### config.mk
export PLATFORM = sky130hd
export DESIGN_NAME = dmm_ctl_top
export DESIGN_NICKNAME = d
export VERILOG_FILES = /design/src/rtl/ctl_pkg.sv /design/src/rtl/spi_reg_if.sv /design/src/rtl/dmm_ctl_top.sv /design/src/rtl/output_mux.sv /design/src/rtl/sample_acq_pc.sv /design/src/rtl/register_set.sv /design/src/rtl/spi_frame_rx.sv
export VERILOG_INCLUDE_DIRS = /design/src /design/src/include
export SDC_FILE = /design/constraint.sdc
export NUM_CORES = 1
export LEC_CHECK = 0
export BUFFER_PORTS_ARGS = -buffer_cell sky130_fd_sc_hd__buf_2
export CAP_MARGIN = 25
export CORE_MARGIN = 3
export CORE_UTILIZATION = 45
export DETAILED_ROUTE_END_ITERATION = 8
export SYNTH_ARGS = -nofsm -noshare
export SYNTH_HDL_FRONTEND = slang
export SYNTH_SLANG_ARGS = --single-unit
export TNS_END_PERCENT = 5
### constraint.sdc
create_clock -name clk -period 3.83 [get_ports clk]
set_clock_uncertainty 0.05 [all_clocks]
set_input_delay 0.383 -clock clk [delete_from_list [all_inputs] [get_ports clk]]
set_output_delay 0.383 -clock clk [all_outputs]
set_load 0.03 [all_outputs]
### src/include/ctl_consts.svh
// control core constants
`ifndef CTL_CONSTS_SVH
`define CTL_CONSTS_SVH

////////////////////////////////////////
// spi frame

`define CTL_FRAME_BITS      40          // 1 flag + 7 addr + 32 data

// register map, 7 bit addresses
`define CTL_ADDR_SPI_MUX    7'd0
`define CTL_ADDR_4094       7'd1
`define CTL_ADDR_MODE       7'd2
`define CTL_ADDR_DIRECT     7'd3
`define CTL_ADDR_STATUS     7'd4        // read only
`define CTL_ADDR_APERTURE   7'd5
`define CTL_ADDR_PRECHARGE  7'd6

`define CTL_MAGIC           8'hAA       // low byte of status

////////////////////////////////////////
// output modes

`define CTL_MODE_DIRECT     3'd0
`define CTL_MODE_LO         3'd1
`define CTL_MODE_HI         3'd2
`define CTL_MODE_PATTERN    3'd3
`define CTL_MODE_PC         3'd4

`define CTL_OUT_BITS        25          // analog control pin count

`endif
### src/rtl/ctl_pkg.sv
// control core types
`include "ctl_consts.svh"

package ctl_pkg;

  // output mode, codes 5..7 unused
  typedef enum logic [2:0] {
    MODE_DIRECT  = `CTL_MODE_DIRECT,
    MODE_LO      = `CTL_MODE_LO,
    MODE_HI      = `CTL_MODE_HI,
    MODE_PATTERN = `CTL_MODE_PATTERN,
    MODE_PC      = `CTL_MODE_PC
  } mode_e;

  // register contents seen by the datapath
  typedef struct packed {
    mode_e       mode;
    logic [31:0] direct;
    logic [31:0] aperture;    // sample phase length, clk cycles
    logic [23:0] precharge;   // precharge phase length, clk cycles
  } cfg_t;

  // pin vector, leds at bit 0
  typedef struct packed {
    logic [3:0] adc_refmux;       // 24:21
    logic       adc_cmpr_latch;   // 20
    logic [3:0] azmux;            // 19:16
    logic [1:0] sig_pc_sw;        // 15:14
    logic       meas_complete;    // 13
    logic       spi_interrupt;    // 12
    logic [7:0] monitor;          // 11:4
    logic [3:0] leds;             // 3:0
  } pins_t;

endpackage

### src/rtl/spi_reg_if.sv
// spi register access bus
`timescale 1ns/1ps

interface spi_reg_if;

  logic        wr_stb;   // single cycle, always accepted
  logic [6:0]  addr;     // held from header until next frame
  logic [31:0] wdata;
  logic [31:0] rdata;    // comb read of addr

  modport rx (
    output wr_stb,
    output addr,
    output wdata,
    input  rdata
  );

  modport regs (
    input  wr_stb,
    input  addr,
    input  wdata,
    output rdata
  );

endinterface

### src/rtl/dmm_ctl_top.sv
// meter control core top
`timescale 1ns/1ps

module dmm_ctl_top (
  input  logic        clk,
  input  logic        reset_i,
  input  logic        sck_i,
  input  logic        sdi_i,
  input  logic        ss_i,
  input  logic        spi_cs2_i,
  input  logic [3:0]  hw_flags_i,
  output logic        sdo_o,
  output logic        glb_spi_mosi_o,
  output logic        glb_spi_clk_o,
  output logic        glb_4094_oe_ctl_o,
  output logic        glb_4094_strobe_ctl_o,
  output logic        spi_dac_ss_o,
  output logic [3:0]  leds_o,
  output logic [7:0]  monitor_o,
  output logic        spi_interrupt_ctl_o,
  output logic        meas_complete_o,
  output logic [1:0]  sig_pc_sw_o,
  output logic [3:0]  azmux_o,
  output logic        adc_cmpr_latch_o,
  output logic [3:0]  adc_refmux_o
);

  import ctl_pkg::*;

  cfg_t        cfg;
  pins_t       pins;
  logic        sw_pc;
  logic        led0;
  logic [7:0]  pc_monitor;

  spi_reg_if i_bus ();

  ////////////////////////////////////////
  // pipeline stages

  spi_frame_rx i_spi_frame_rx (
    .clk      (clk),
    .reset_i  (reset_i),
    .sck_i    (sck_i),
    .ss_i     (ss_i),
    .sdi_i    (sdi_i),
    .sdo_o    (sdo_o),
    .bus      (i_bus.rx)
  );

  register_set i_register_set (
    .clk                    (clk),
    .reset_i                (reset_i),
    .bus                    (i_bus.regs),
    .hw_flags_i             (hw_flags_i),
    .sck_i                  (sck_i),         // routed live, not synced
    .sdi_i                  (sdi_i),
    .spi_cs2_i              (spi_cs2_i),
    .glb_spi_mosi_o         (glb_spi_mosi_o),
    .glb_spi_clk_o          (glb_spi_clk_o),
    .glb_4094_oe_ctl_o      (glb_4094_oe_ctl_o),
    .glb_4094_strobe_ctl_o  (glb_4094_strobe_ctl_o),
    .spi_dac_ss_o           (spi_dac_ss_o),
    .cfg_o                  (cfg)
  );

  sample_acq_pc i_sample_acq_pc (
    .clk        (clk),
    .reset_i    (reset_i),
    .cfg_i      (cfg),
    .sw_pc_o    (sw_pc),
    .led0_o     (led0),
    .monitor_o  (pc_monitor)
  );

  output_mux i_output_mux (
    .clk           (clk),
    .reset_i       (reset_i),
    .cfg_i         (cfg),
    .sw_pc_i       (sw_pc),
    .led0_i        (led0),
    .pc_monitor_i  (pc_monitor),
    .pins_o        (pins)
  );

  // pin vector onto board pins
  assign leds_o              = pins.leds;
  assign monitor_o           = pins.monitor;
  assign spi_interrupt_ctl_o = pins.spi_interrupt;
  assign meas_complete_o     = pins.meas_complete;
  assign sig_pc_sw_o         = pins.sig_pc_sw;
  assign azmux_o             = pins.azmux;
  assign adc_cmpr_latch_o    = pins.adc_cmpr_latch;
  assign adc_refmux_o        = pins.adc_refmux;

endmodule

### src/rtl/output_mux.sv
// test pattern and mode select
`timescale 1ns/1ps
`include "ctl_consts.svh"

module output_mux (
  input  logic            clk,
  input  logic            reset_i,
  input  ctl_pkg::cfg_t   cfg_i,
  input  logic            sw_pc_i,
  input  logic            led0_i,
  input  logic [7:0]      pc_monitor_i,
  output ctl_pkg::pins_t  pins_o
);

  import ctl_pkg::*;

  logic [31:0] pattern_q;   // free running
  pins_t       pc_pins;
  pins_t       pins_q;

  ////////////////////////////////////////
  // test pattern

  always_ff @(posedge clk) begin
    if (reset_i) begin
      pattern_q <= '0;
    end else begin
      pattern_q <= pattern_q + 32'd1;
    end
  end

  // precharge mode, pc switch 1 only, rest held low
  always_comb begin
    pc_pins           = '0;
    pc_pins.sig_pc_sw = {1'b0, sw_pc_i};
    pc_pins.monitor   = pc_monitor_i;
    pc_pins.leds[0]   = led0_i;
  end

  ////////////////////////////////////////
  // registered mode select

  always_ff @(posedge clk) begin
    if (reset_i) begin
      pins_q <= '0;             // all pins low
    end else begin
      case (cfg_i.mode)
        MODE_DIRECT:  pins_q <= pins_t'(cfg_i.direct[`CTL_OUT_BITS-1:0]);
        MODE_LO:      pins_q <= '0;
        MODE_HI:      pins_q <= '1;
        MODE_PATTERN: pins_q <= pins_t'(pattern_q[`CTL_OUT_BITS-1:0]);
        MODE_PC:      pins_q <= pc_pins;
        default:      pins_q <= '0;    // codes 5..7
      endcase
    end
  end

  assign pins_o = pins_q;

endmodule

### src/rtl/sample_acq_pc.sv
// precharge sample sequencer
`timescale 1ns/1ps

module sample_acq_pc (
  input  logic           clk,
  input  logic           reset_i,
  input  ctl_pkg::cfg_t  cfg_i,
  output logic           sw_pc_o,
  output logic           led0_o,
  output logic [7:0]     monitor_o
);

  import ctl_pkg::*;

  logic        in_pc;
  logic        active_q;     // in_pc one cycle ago, finds mode entry
  logic        phase_q;      // 1 precharge, 0 sample
  logic [31:0] cnt_q;        // cycles left in phase
  logic        led0_q;
  logic [31:0] pc_len;
  logic [31:0] ap_len;

  assign in_pc  = (cfg_i.mode == MODE_PC);
  assign pc_len = (cfg_i.precharge == 24'd0) ? 32'd1 : {8'b0, cfg_i.precharge};   // min 1
  assign ap_len = (cfg_i.aperture == 32'd0) ? 32'd1 : cfg_i.aperture;

  always_ff @(posedge clk) begin
    if (reset_i) begin
      active_q <= 1'b0;
      phase_q  <= 1'b0;
      cnt_q    <= '0;
      led0_q   <= 1'b0;
    end else begin
      active_q <= in_pc;
      if (!in_pc) begin
        phase_q <= 1'b0;                 // switch open outside pc mode
        cnt_q   <= '0;
      end else if (!active_q || (!phase_q && cnt_q == 32'd1)) begin
        phase_q <= 1'b1;                 // new period, precharge first
        cnt_q   <= pc_len;
        led0_q  <= ~led0_q;
      end else if (cnt_q == 32'd1) begin
        phase_q <= 1'b0;                 // into sample phase
        cnt_q   <= ap_len;
      end else begin
        cnt_q <= cnt_q - 32'd1;
      end
    end
  end

  assign sw_pc_o   = phase_q;
  assign led0_o    = led0_q;
  assign monitor_o = {cnt_q[6:0], phase_q};

  // within a phase the count only steps down and never passes zero
  assert property (@(posedge clk) disable iff (reset_i)
    ($past(active_q && in_pc) && $stable(phase_q)) |-> (cnt_q != '0 && cnt_q == $past(cnt_q) - 32'd1));

endmodule

### src/rtl/register_set.sv
// register file and spi routing
`timescale 1ns/1ps
`include "ctl_consts.svh"

module register_set (
  input  logic           clk,
  input  logic           reset_i,
  spi_reg_if.regs        bus,
  input  logic [3:0]     hw_flags_i,
  input  logic           sck_i,
  input  logic           sdi_i,
  input  logic           spi_cs2_i,
  output logic           glb_spi_mosi_o,
  output logic           glb_spi_clk_o,
  output logic           glb_4094_oe_ctl_o,
  output logic           glb_4094_strobe_ctl_o,
  output logic           spi_dac_ss_o,
  output ctl_pkg::cfg_t  cfg_o
);

  import ctl_pkg::*;

  logic [31:0] spi_mux_q;     // 0 park, 1 4094, 2 dac
  logic [31:0] reg_4094_q;    // bit 0 is oe
  mode_e       mode_q;
  logic [31:0] direct_q;
  logic [31:0] aperture_q;
  logic [23:0] precharge_q;
  logic [31:0] status;

  ////////////////////////////////////////
  // write side

  always_ff @(posedge clk) begin
    if (reset_i) begin
      spi_mux_q   <= '0;
      reg_4094_q  <= '0;        // outputs of 4094 off at power up
      mode_q      <= MODE_DIRECT;
      direct_q    <= '0;
      aperture_q  <= '0;
      precharge_q <= '0;
    end else if (bus.wr_stb) begin
      case (bus.addr)
        `CTL_ADDR_SPI_MUX:   spi_mux_q   <= bus.wdata;
        `CTL_ADDR_4094:      reg_4094_q  <= bus.wdata;
        `CTL_ADDR_MODE:      mode_q      <= mode_e'(bus.wdata[2:0]);
        `CTL_ADDR_DIRECT:    direct_q    <= bus.wdata;
        `CTL_ADDR_APERTURE:  aperture_q  <= bus.wdata;
        `CTL_ADDR_PRECHARGE: precharge_q <= bus.wdata[23:0];
        default: ;          // status and holes ignore writes
      endcase
    end
  end

  ////////////////////////////////////////
  // read side

  assign status = {20'b0, hw_flags_i, `CTL_MAGIC};

  always_comb begin
    case (bus.addr)
      `CTL_ADDR_SPI_MUX:   bus.rdata = spi_mux_q;
      `CTL_ADDR_4094:      bus.rdata = reg_4094_q;
      `CTL_ADDR_MODE:      bus.rdata = {29'b0, mode_q};
      `CTL_ADDR_DIRECT:    bus.rdata = direct_q;
      `CTL_ADDR_STATUS:    bus.rdata = status;
      `CTL_ADDR_APERTURE:  bus.rdata = aperture_q;
      `CTL_ADDR_PRECHARGE: bus.rdata = {8'b0, precharge_q};
      default:             bus.rdata = '0;
    endcase
  end

  assign cfg_o.mode      = mode_q;
  assign cfg_o.direct    = direct_q;
  assign cfg_o.aperture  = aperture_q;
  assign cfg_o.precharge = precharge_q;

  ////////////////////////////////////////
  // spi line routing, live pins

  assign glb_spi_clk_o         = (spi_mux_q == 32'd0) ? 1'b1 : sck_i;   // park hi
  assign glb_spi_mosi_o        = (spi_mux_q == 32'd0) ? 1'b1 : sdi_i;   // park hi
  assign glb_4094_strobe_ctl_o = (spi_mux_q == 32'd1) ? ~spi_cs2_i : 1'b0;   // active hi
  assign spi_dac_ss_o          = (spi_mux_q == 32'd2) ? spi_cs2_i : 1'b1;    // active lo
  assign glb_4094_oe_ctl_o     = reg_4094_q[0];

  // cs2 is shared, so strobe and dac select must never be live together
  assert property (@(posedge clk) disable iff (reset_i)
    !(glb_4094_strobe_ctl_o && !spi_dac_ss_o));

endmodule

### src/rtl/spi_frame_rx.sv
// spi frame receiver
`timescale 1ns/1ps
`include "ctl_consts.svh"

module spi_frame_rx (
  input  logic   clk,
  input  logic   reset_i,
  input  logic   sck_i,
  input  logic   ss_i,
  input  logic   sdi_i,
  output logic   sdo_o,
  spi_reg_if.rx  bus
);

  localparam int HDR_BITS = `CTL_FRAME_BITS - 32;   // flag + address

  ////////////////////////////////////////
  // pin synchronizers

  logic [2:0]  sck_sync_q;   // [1] synced, [2] one cycle older
  logic [2:0]  ss_sync_q;
  logic [1:0]  sdi_sync_q;
  logic        sck_rise;
  logic        sck_fall;
  logic        ss_rise;
  logic        selected;

  always_ff @(posedge clk) begin
    if (reset_i) begin
      sck_sync_q <= '0;
      ss_sync_q  <= '1;   // idle deselected, no false edge
      sdi_sync_q <= '0;
    end else begin
      sck_sync_q <= {sck_sync_q[1:0], sck_i};
      ss_sync_q  <= {ss_sync_q[1:0], ss_i};
      sdi_sync_q <= {sdi_sync_q[0], sdi_i};
    end
  end

  assign sck_rise = sck_sync_q[1] & ~sck_sync_q[2];
  assign sck_fall = ~sck_sync_q[1] & sck_sync_q[2];
  assign ss_rise  = ss_sync_q[1] & ~ss_sync_q[2];    // end of frame
  assign selected = ~ss_sync_q[1];                   // active low select

  ////////////////////////////////////////
  // bit counter and header

  logic [5:0]  bit_cnt_q;    // saturates, so long frames stay invalid
  logic        wr_flag_q;
  logic [6:0]  addr_q;
  logic [31:0] shift_q;      // payload, last 32 bits in
  logic [31:0] tx_q;
  logic        wr_stb_q;

  always_ff @(posedge clk) begin
    if (reset_i) begin
      bit_cnt_q <= '0;
      wr_flag_q <= 1'b0;
      addr_q    <= '0;
    end else if (!selected) begin
      bit_cnt_q <= '0;
    end else if (sck_rise) begin
      if (bit_cnt_q != '1) begin
        bit_cnt_q <= bit_cnt_q + 6'd1;
      end
      if (bit_cnt_q == 6'(HDR_BITS - 1)) begin   // last header bit arriving
        {wr_flag_q, addr_q} <= {shift_q[6:0], sdi_sync_q[1]};
      end
    end
  end

  always_ff @(posedge clk) begin
    if (selected && sck_rise) begin
      shift_q <= {shift_q[30:0], sdi_sync_q[1]};   // msb first
    end
  end

  // read data out on sck falling, first data bit right after the header
  always_ff @(posedge clk) begin
    if (reset_i || !selected) begin
      tx_q <= '0;
    end else if (sck_fall) begin
      if (bit_cnt_q == 6'(HDR_BITS)) begin
        tx_q <= bus.rdata;            // addr_q settled a few clk ago
      end else begin
        tx_q <= {tx_q[30:0], 1'b0};
      end
    end
  end

  // commit only a full write frame, on release of select
  always_ff @(posedge clk) begin
    if (reset_i) begin
      wr_stb_q <= 1'b0;
    end else begin
      wr_stb_q <= ss_rise && wr_flag_q && (bit_cnt_q == 6'(`CTL_FRAME_BITS));
    end
  end

  assign sdo_o      = tx_q[31];
  assign bus.wr_stb = wr_stb_q;
  assign bus.addr   = addr_q;
  assign bus.wdata  = shift_q;

  // one strobe per frame, three clk after ss_i rises at the pin
  assert property (@(posedge clk) disable iff (reset_i) wr_stb_q |=> !wr_stb_q);
  assert property (@(posedge clk) disable iff (reset_i)
    wr_stb_q |-> $past(ss_i, 3) && !$past(ss_i, 4));

endmodule

Yosys cells after proc, flatten, opt, wreduce, memory -nomap -nowiden
Index checks and enable logic that the tools add are counted.

Logic and storage cells: 95. Output and inout port bits: 31. Bits in registers: 334.

Bitwise logic cells: 10. Mux-type cells: 13. Add/sub/neg operators: 3. Eq/ne operators: 16. Reduce and logical (&&, ||, !) cells: 25.

Operators with widths (count): one-hot mux 32 bit (7 select lines) (1); 2-to-1 mux 32 bit (4); one-hot mux 25 bit (4 select lines) (1); == test 32 x 1 -> 1 bit (second input constant) (2); logical NOT 32 bit (2); adder 32 x 1 -> 32 bit (second input constant) (1); == test 32 x 2 -> 1 bit (second input constant) (1); subtractor 32 x 1 -> 32 bit (second input constant) (1); logical NOT 24 bit (1); 2-to-1 mux 24 bit (1); == test 7 x 3 -> 1 bit (second input constant) (3); AND reduction 2 bit (8); == test 7 x 2 -> 1 bit (second input constant) (2); == test 7 x 1 -> 1 bit (second input constant) (1); logical NOT 7 bit (1); inverter 1 bit (7); adder 6 x 1 -> 6 bit (second input constant) (1); == test 3 x 2 -> 1 bit (second input constant) (2); == test 6 x 3 -> 1 bit (second input constant) (1); == test 6 x 4 -> 1 bit (second input constant) (1); == test 6 bit (second input constant) (1); 2-to-1 mux 1 bit (6); inequality test 6 bit (second input constant) (1); logical AND 1 bit (4); 8 further kinds (13).

Logic depth before layout (Yosys ltp)
Word-level depth: 4. Mapped depth: 10. Mapped depth without buffers: 8.

Hierarchy
Synthesis repeated with hierarchy kept, for this count alone.

Cells, all modules: 1685. Area, all modules: 15549.9 um2.

By module, submodules not included: register_set (cells each 811, area each 7689.9 um2, times used 1); spi_frame_rx (cells each 313, area each 3362.0 um2, times used 1); sample_acq_pc (cells each 301, area each 2327.2 um2, times used 1); output_mux (cells each 260, area each 2170.8 um2, times used 1).

Least setup slack after synthesis
Ideal clock, no wire load.

Path kind: register to register. Start point: register i_spi_frame_rx.sck_sync_q[2]. End point: register i_spi_frame_rx.addr_q[6] (netlist: i_spi_frame_rx.bus.addr[6]). Path slack: 835 ps. Stages on the path, launching flop included: 7. Arrival: 2817 ps. Path buffers: 1. Required time: 3652 ps. Path through: dfxtp_1 -> nand2b_1 -> nor2_1 -> and4_1 -> clkbuf_1 -> mux2i_1 -> nor2_1.

Word-level cells in the longest chain between the ends: 3.

Ends and longest elaborated chain: from (decl) (RTL line spi_frame_rx.sv:20) `logic [2:0] sck_sync_q;`; from (signal assigned) (RTL line spi_frame_rx.sv:34) `sck_sync_q <= {sck_sync_q[1:0], sck_i};`; inverter 1 bit (RTL line spi_frame_rx.sv:40) `assign sck_rise = sck_sync_q[1] & ~sck_sync_q[2];`; AND 1 bit (RTL line spi_frame_rx.sv:40); AND reduction 3 bit (no source line); to (signal assigned) (RTL line spi_frame_rx.sv:67) `{wr_flag_q, addr_q} <= {shift_q[6:0], sdi_sync_q[1]};`; to (decl) (RTL line spi_frame_rx.sv:50) `logic [6:0] addr_q;`.

Every way passes these cells. A chain may end at the register's enable or synchronous reset.

Final worst setup path
Start point: register i_sample_acq_pc.cnt_q[22]. End point: register i_sample_acq_pc.cnt_q[0].

Word-level cells in the longest chain between the ends: 4. Elaborated cells between the ends (all ways): 5.

Ends and longest elaborated chain: from (decl) (RTL line sample_acq_pc.sv:18) `logic [31:0] cnt_q;`; from (signal assigned) (RTL line sample_acq_pc.sv:40) `cnt_q <= pc_len;`; from (signal assigned) (RTL line sample_acq_pc.sv:44) `cnt_q <= ap_len;`; from (signal assigned) (RTL line sample_acq_pc.sv:46) `cnt_q <= cnt_q - 32'd1;`; == test 32 x 1 -> 1 bit * (RTL line sample_acq_pc.sv:38, sample_acq_pc.sv:42); logical AND 1 bit (RTL line sample_acq_pc.sv:38) `end else if (!active_q || (!phase_q && cnt_q == 32'd1)) begin`; logical OR 1 bit (RTL line sample_acq_pc.sv:38); 2-to-1 mux 32 bit * (RTL line sample_acq_pc.sv:38).

Every way passes the cells marked *; elsewhere a longest branch is shown, timed or not.

==> key figures <==
Clock network
  – Sink Count: 327
  – CTS tree: yes
  – Clock Path Buffers: 3
  – Worst skew pair latency: 520 ps
  – H-tree levels: 2
  – CTS root buf: clkbuf_16
  – Num CTS Buffers: 37
  – Clock transition at the registers of the reported paths: 60 ps

Yosys
  – Seq/Total Area, Yosys: 48.5%
  – Most frequent cell after synthesis: nand2_1
  – Mean post-synth cell area: 8.17 um2
  – Net count after synthesis: 1746
  – Netlist cell types: 62
  – Synth warn: 0
  – Post-synth EDFFs: 32
  – Ys flop type: dfxtp_1
  – Top cell types by occurrence after synthesis: nand2_1 (387), dfxtp_1 (295), a21oi_1 (249)
  – Synth Register Bits: 327
  – Synth Instances: 1731
  – Synth area leaders: dfxtp_1 (42%), nand2_1 (10%), a21oi_1 (8.8%), edfxtp_1 (6.8%), nor2_1 (4.4%)
  – Synthesized cell area: 0.0141 mm2
  – Area share of the largest cell type after synthesis: 41.8%
  – Synth area leader: dfxtp_1
  – Fraction of synthesis flops using an asynchronous set or reset pin: 0%

Global route
  – Remaining Overflow, GRT: 0
  – Met3 Usage GRT: 4.18%
  – Met1 Track Usage GR: 39.8%
  – Largest net degree at the start of global routing: 80
  – Met2 Use GR: 38.4%
  – Total track usage: 26.2%
  – Most Used Layer, Global Route: met1
  – Initial antenna violation count: 0
  – Vias in the first global route: 11600
  – Global-route wire length before repair: 69500 um

Timing
  – RSZ-0062 raised after global routing: no
  – Final hold slack: 42.0 ps
  – Count of final setup violators: 0
  – Max frequency: 0.326 GHz
  – Fin. Hold Viols: 0
  – PnR worst setup slack: 764 ps
  – Final min period: 3070 ps
  – Worst-Margin Slew: 1050 ps
  – Final TNS setup: 0 ps
  – Tcrit/Tclk final: 80.1%
  – Final Max Tran Viols: 0
  – Worst rel slew slack: 29.8%

Power and ir drop
  – Clock network power share: 49.5%
  – P_sw: 1.49 mW
  – Sw Ratio: 21.1%
  – Seq pwr share: 49.3%
  – P per Cell Area: 443 mW/mm2
  – Pwr Total: 7.05 mW
  – Internal power: 5.56 mW
  – Leak: 5.62 nW
  – Logic pwr share: 1.2%
  – Peak supply drop: 0.000321 V

Die
  – Starting Density: 46.0%
  – Core area: 0.0307 mm2
  – I/O Pins: 41
  – Die Span Y: 183 um
  – Die Width: 183 um
  – # rows: 64
  – Total Die Area: 0.0336 mm2

Drt
  – DRT antenna net count: 0
  – Vias per Instance: 5.89
  – Starting DRT DRC Count: 1329
  – Drt wl/cell: 20.8 um
  – # DRC: 0
  – Drt pass-1 iters: 5
  – DRT Wirelength: 44700 um
  – Vias post-DR: 12700

Critical path
  – Reg2reg setup slack: 760 ps
  – Crit path launch: i_sample_acq_pc.cnt_q[22]$_SDFF_PP0_
  – Crit path kind: reg2reg
  – Worst Setup End Kind: flop
  – Reg2Reg Capture Point: i_sample_acq_pc.cnt_q[0]$_SDFF_PP0_
  – Worst R2R Start: i_sample_acq_pc.cnt_q[22]$_SDFF_PP0_
  – CP arrival: 3360 ps
  – Capture point of the worst path: i_sample_acq_pc.cnt_q[0]$_SDFF_PP0_
  – Cells on worst reg2reg path: 5
  – Worst setup SP type: flop
  – Worst EP required: 4130 ps
  – Worst Path Max Fanout: 30

Place
  – Port Buf Inserts: 40
  – Pre-CTS WS: 782 ps
  – Inst Count DP: 2080
  – Routability cong.: 0.914
  – Detailed placement HPWL: 31000 um

Worst hold path
  – Worst hold stages: 2
  – Min-delay worst type: in2reg

Final layout
  – Fin cells: 2150
  – Area Overhead vs Synth: 12.4%
  – Sequential Area: 0.00687 mm2
  – Multi-input gate area: 0.00678 mm2
  – Share of post-route cells with drive strength above 1: 10.1%
  – Fillers: 3016
  – Final nets: 1741
  – # diodes: 0

Flow run
  – MaxCap Viol Count: 0

Status
  – Status: complete, no violations
-- cell usage in the layout, fill, tap and decap left out, types with 8 or more instances in the layout --
master / Yosys / final
a21oi_1: 249 / 249
clkinv_2: 0 / 8
or3_1: 10 / 10
and3_1: 11 / 11
mux2i_1: 27 / 27
nor2b_1: 14 / 13
edfxtp_1: 32 / 32
a22oi_1: 35 / 35
clkbuf_1: 113 / 12
mux2_2: 10 / 10
o2bb2ai_1: 10 / 10
nand2_1: 387 / 387
xor2_1: 37 / 37
and2_1: 8 / 8
a22o_1: 8 / 8
a221oi_1: 10 / 10
o21ai_0: 72 / 72
nor4_1: 38 / 37
a31oi_1: 9 / 9
o22ai_1: 8 / 8
clkbuf_16: 0 / 39
nand3_1: 20 / 20
nand4_1: 15 / 15
or2_2: 8 / 8
buf_4: 0 / 41
dfxtp_1: 295 / 293
nor3_1: 22 / 22
buf_2: 2 / 39
xnor2_1: 15 / 15
nor2_1: 166 / 165
-- per-stage QoR --
step           area (um2)  util (%)
3_3_place_gp        14700      47.7
2_1_floorplan       14100         -
5_1_grt             15900      51.7
4_1_cts             15900      51.6
3_5_place_dp        14700      47.7
6_report            15900      51.7
-- worst min-delay path by stage --
stage,to,startpoint,slack [ps]
after floorplan,i_spi_frame_rx.ss_sync_q[1]$_SDFF_PP1_,i_spi_frame_rx.ss_sync_q[0]$_SDFF_PP1_,340
after global placement,i_spi_frame_rx.bus.wdata[0]$_DFFE_PP_,i_spi_frame_rx.sdi_sync_q[1]$_SDFF_PP0_,370
after detailed placement,i_spi_frame_rx.bus.wdata[0]$_DFFE_PP_,i_spi_frame_rx.sdi_sync_q[1]$_SDFF_PP0_,380
after CTS,i_spi_frame_rx.sck_sync_q[0]$_SDFF_PP0_,sck_i,20
after global routing,i_spi_frame_rx.sck_sync_q[0]$_SDFF_PP0_,sck_i,40
final,i_spi_frame_rx.sck_sync_q[0]$_SDFF_PP0_,sck_i,40
-- cells by family after synthesis --
family | synth area share (%)
buffers and inverters | 3.73
adder cells (fa/ha/maj) | 0.442
multiplexers | 3.03
AO/OA/AOI/OAI | 18.3
AND/OR/NAND/NOR | 22.7
XOR/XNOR | 3.22
flip-flops | 48.5
-- final cells by class --
class,instances,share of cell area (%)
clock buffers,55,6.77
inverters,7,0.165
well taps,396,3.12
flip-flops and latches,327,43.2
repair buffers,83,3.42
multi-input cells,1270,42.6
clock inverters,12,0.708
-- power groups by stage --
stage / Clock [mW] / Combinational, mW / Sequential, mW
finish: 3.49 / 0.0852 / 3.47
CTS: 3.53 / 0.0836 / 3.47
detailed placement: 0 / 0.0825 / 3.55
floorplan: 0 / 0.0575 / 3.54
global placement: 0 / 0.0816 / 3.55
global route: 3.69 / 0.0929 / 3.47
-- metal layers --
metal  vias up  wire (um)
met2       491      19000
met3        69       3540
met1      6096      20900
li1       5999          -
met4         0       1280
met5         -          0
-- state kept, by name (all words and copies together), names as in the netlist, 6 cells and up --
name	flops
i_output_mux.pattern_q	25
i_register_set.direct_q	32
i_output_mux.pins_o	25
i_register_set.reg_4094_q	32
i_register_set.aperture_q	32
i_spi_frame_rx.bus.wdata	32
i_spi_frame_rx.bit_cnt_q	6
i_spi_frame_rx.bus.addr	7
i_register_set.spi_mux_q	32
i_spi_frame_rx.tx_q	32
i_sample_acq_pc.cnt_q	32
i_register_set.precharge_q	24
-- what timing repair did --
item                      CTS  global route
hold buffers                1             0
gates resized for setup     0             0
hold endpoints to repair    1             0
setup buffers               0             0
-- worst max-delay path: stages (launching register included) --
cell      delay [ps]
dfxtp_1          320
or4_4            550
or4_1            610
o41a_1           850
a311oi_1         430
a211oi_1          80
Note: power is estimated with default switching activity, not from simulation.
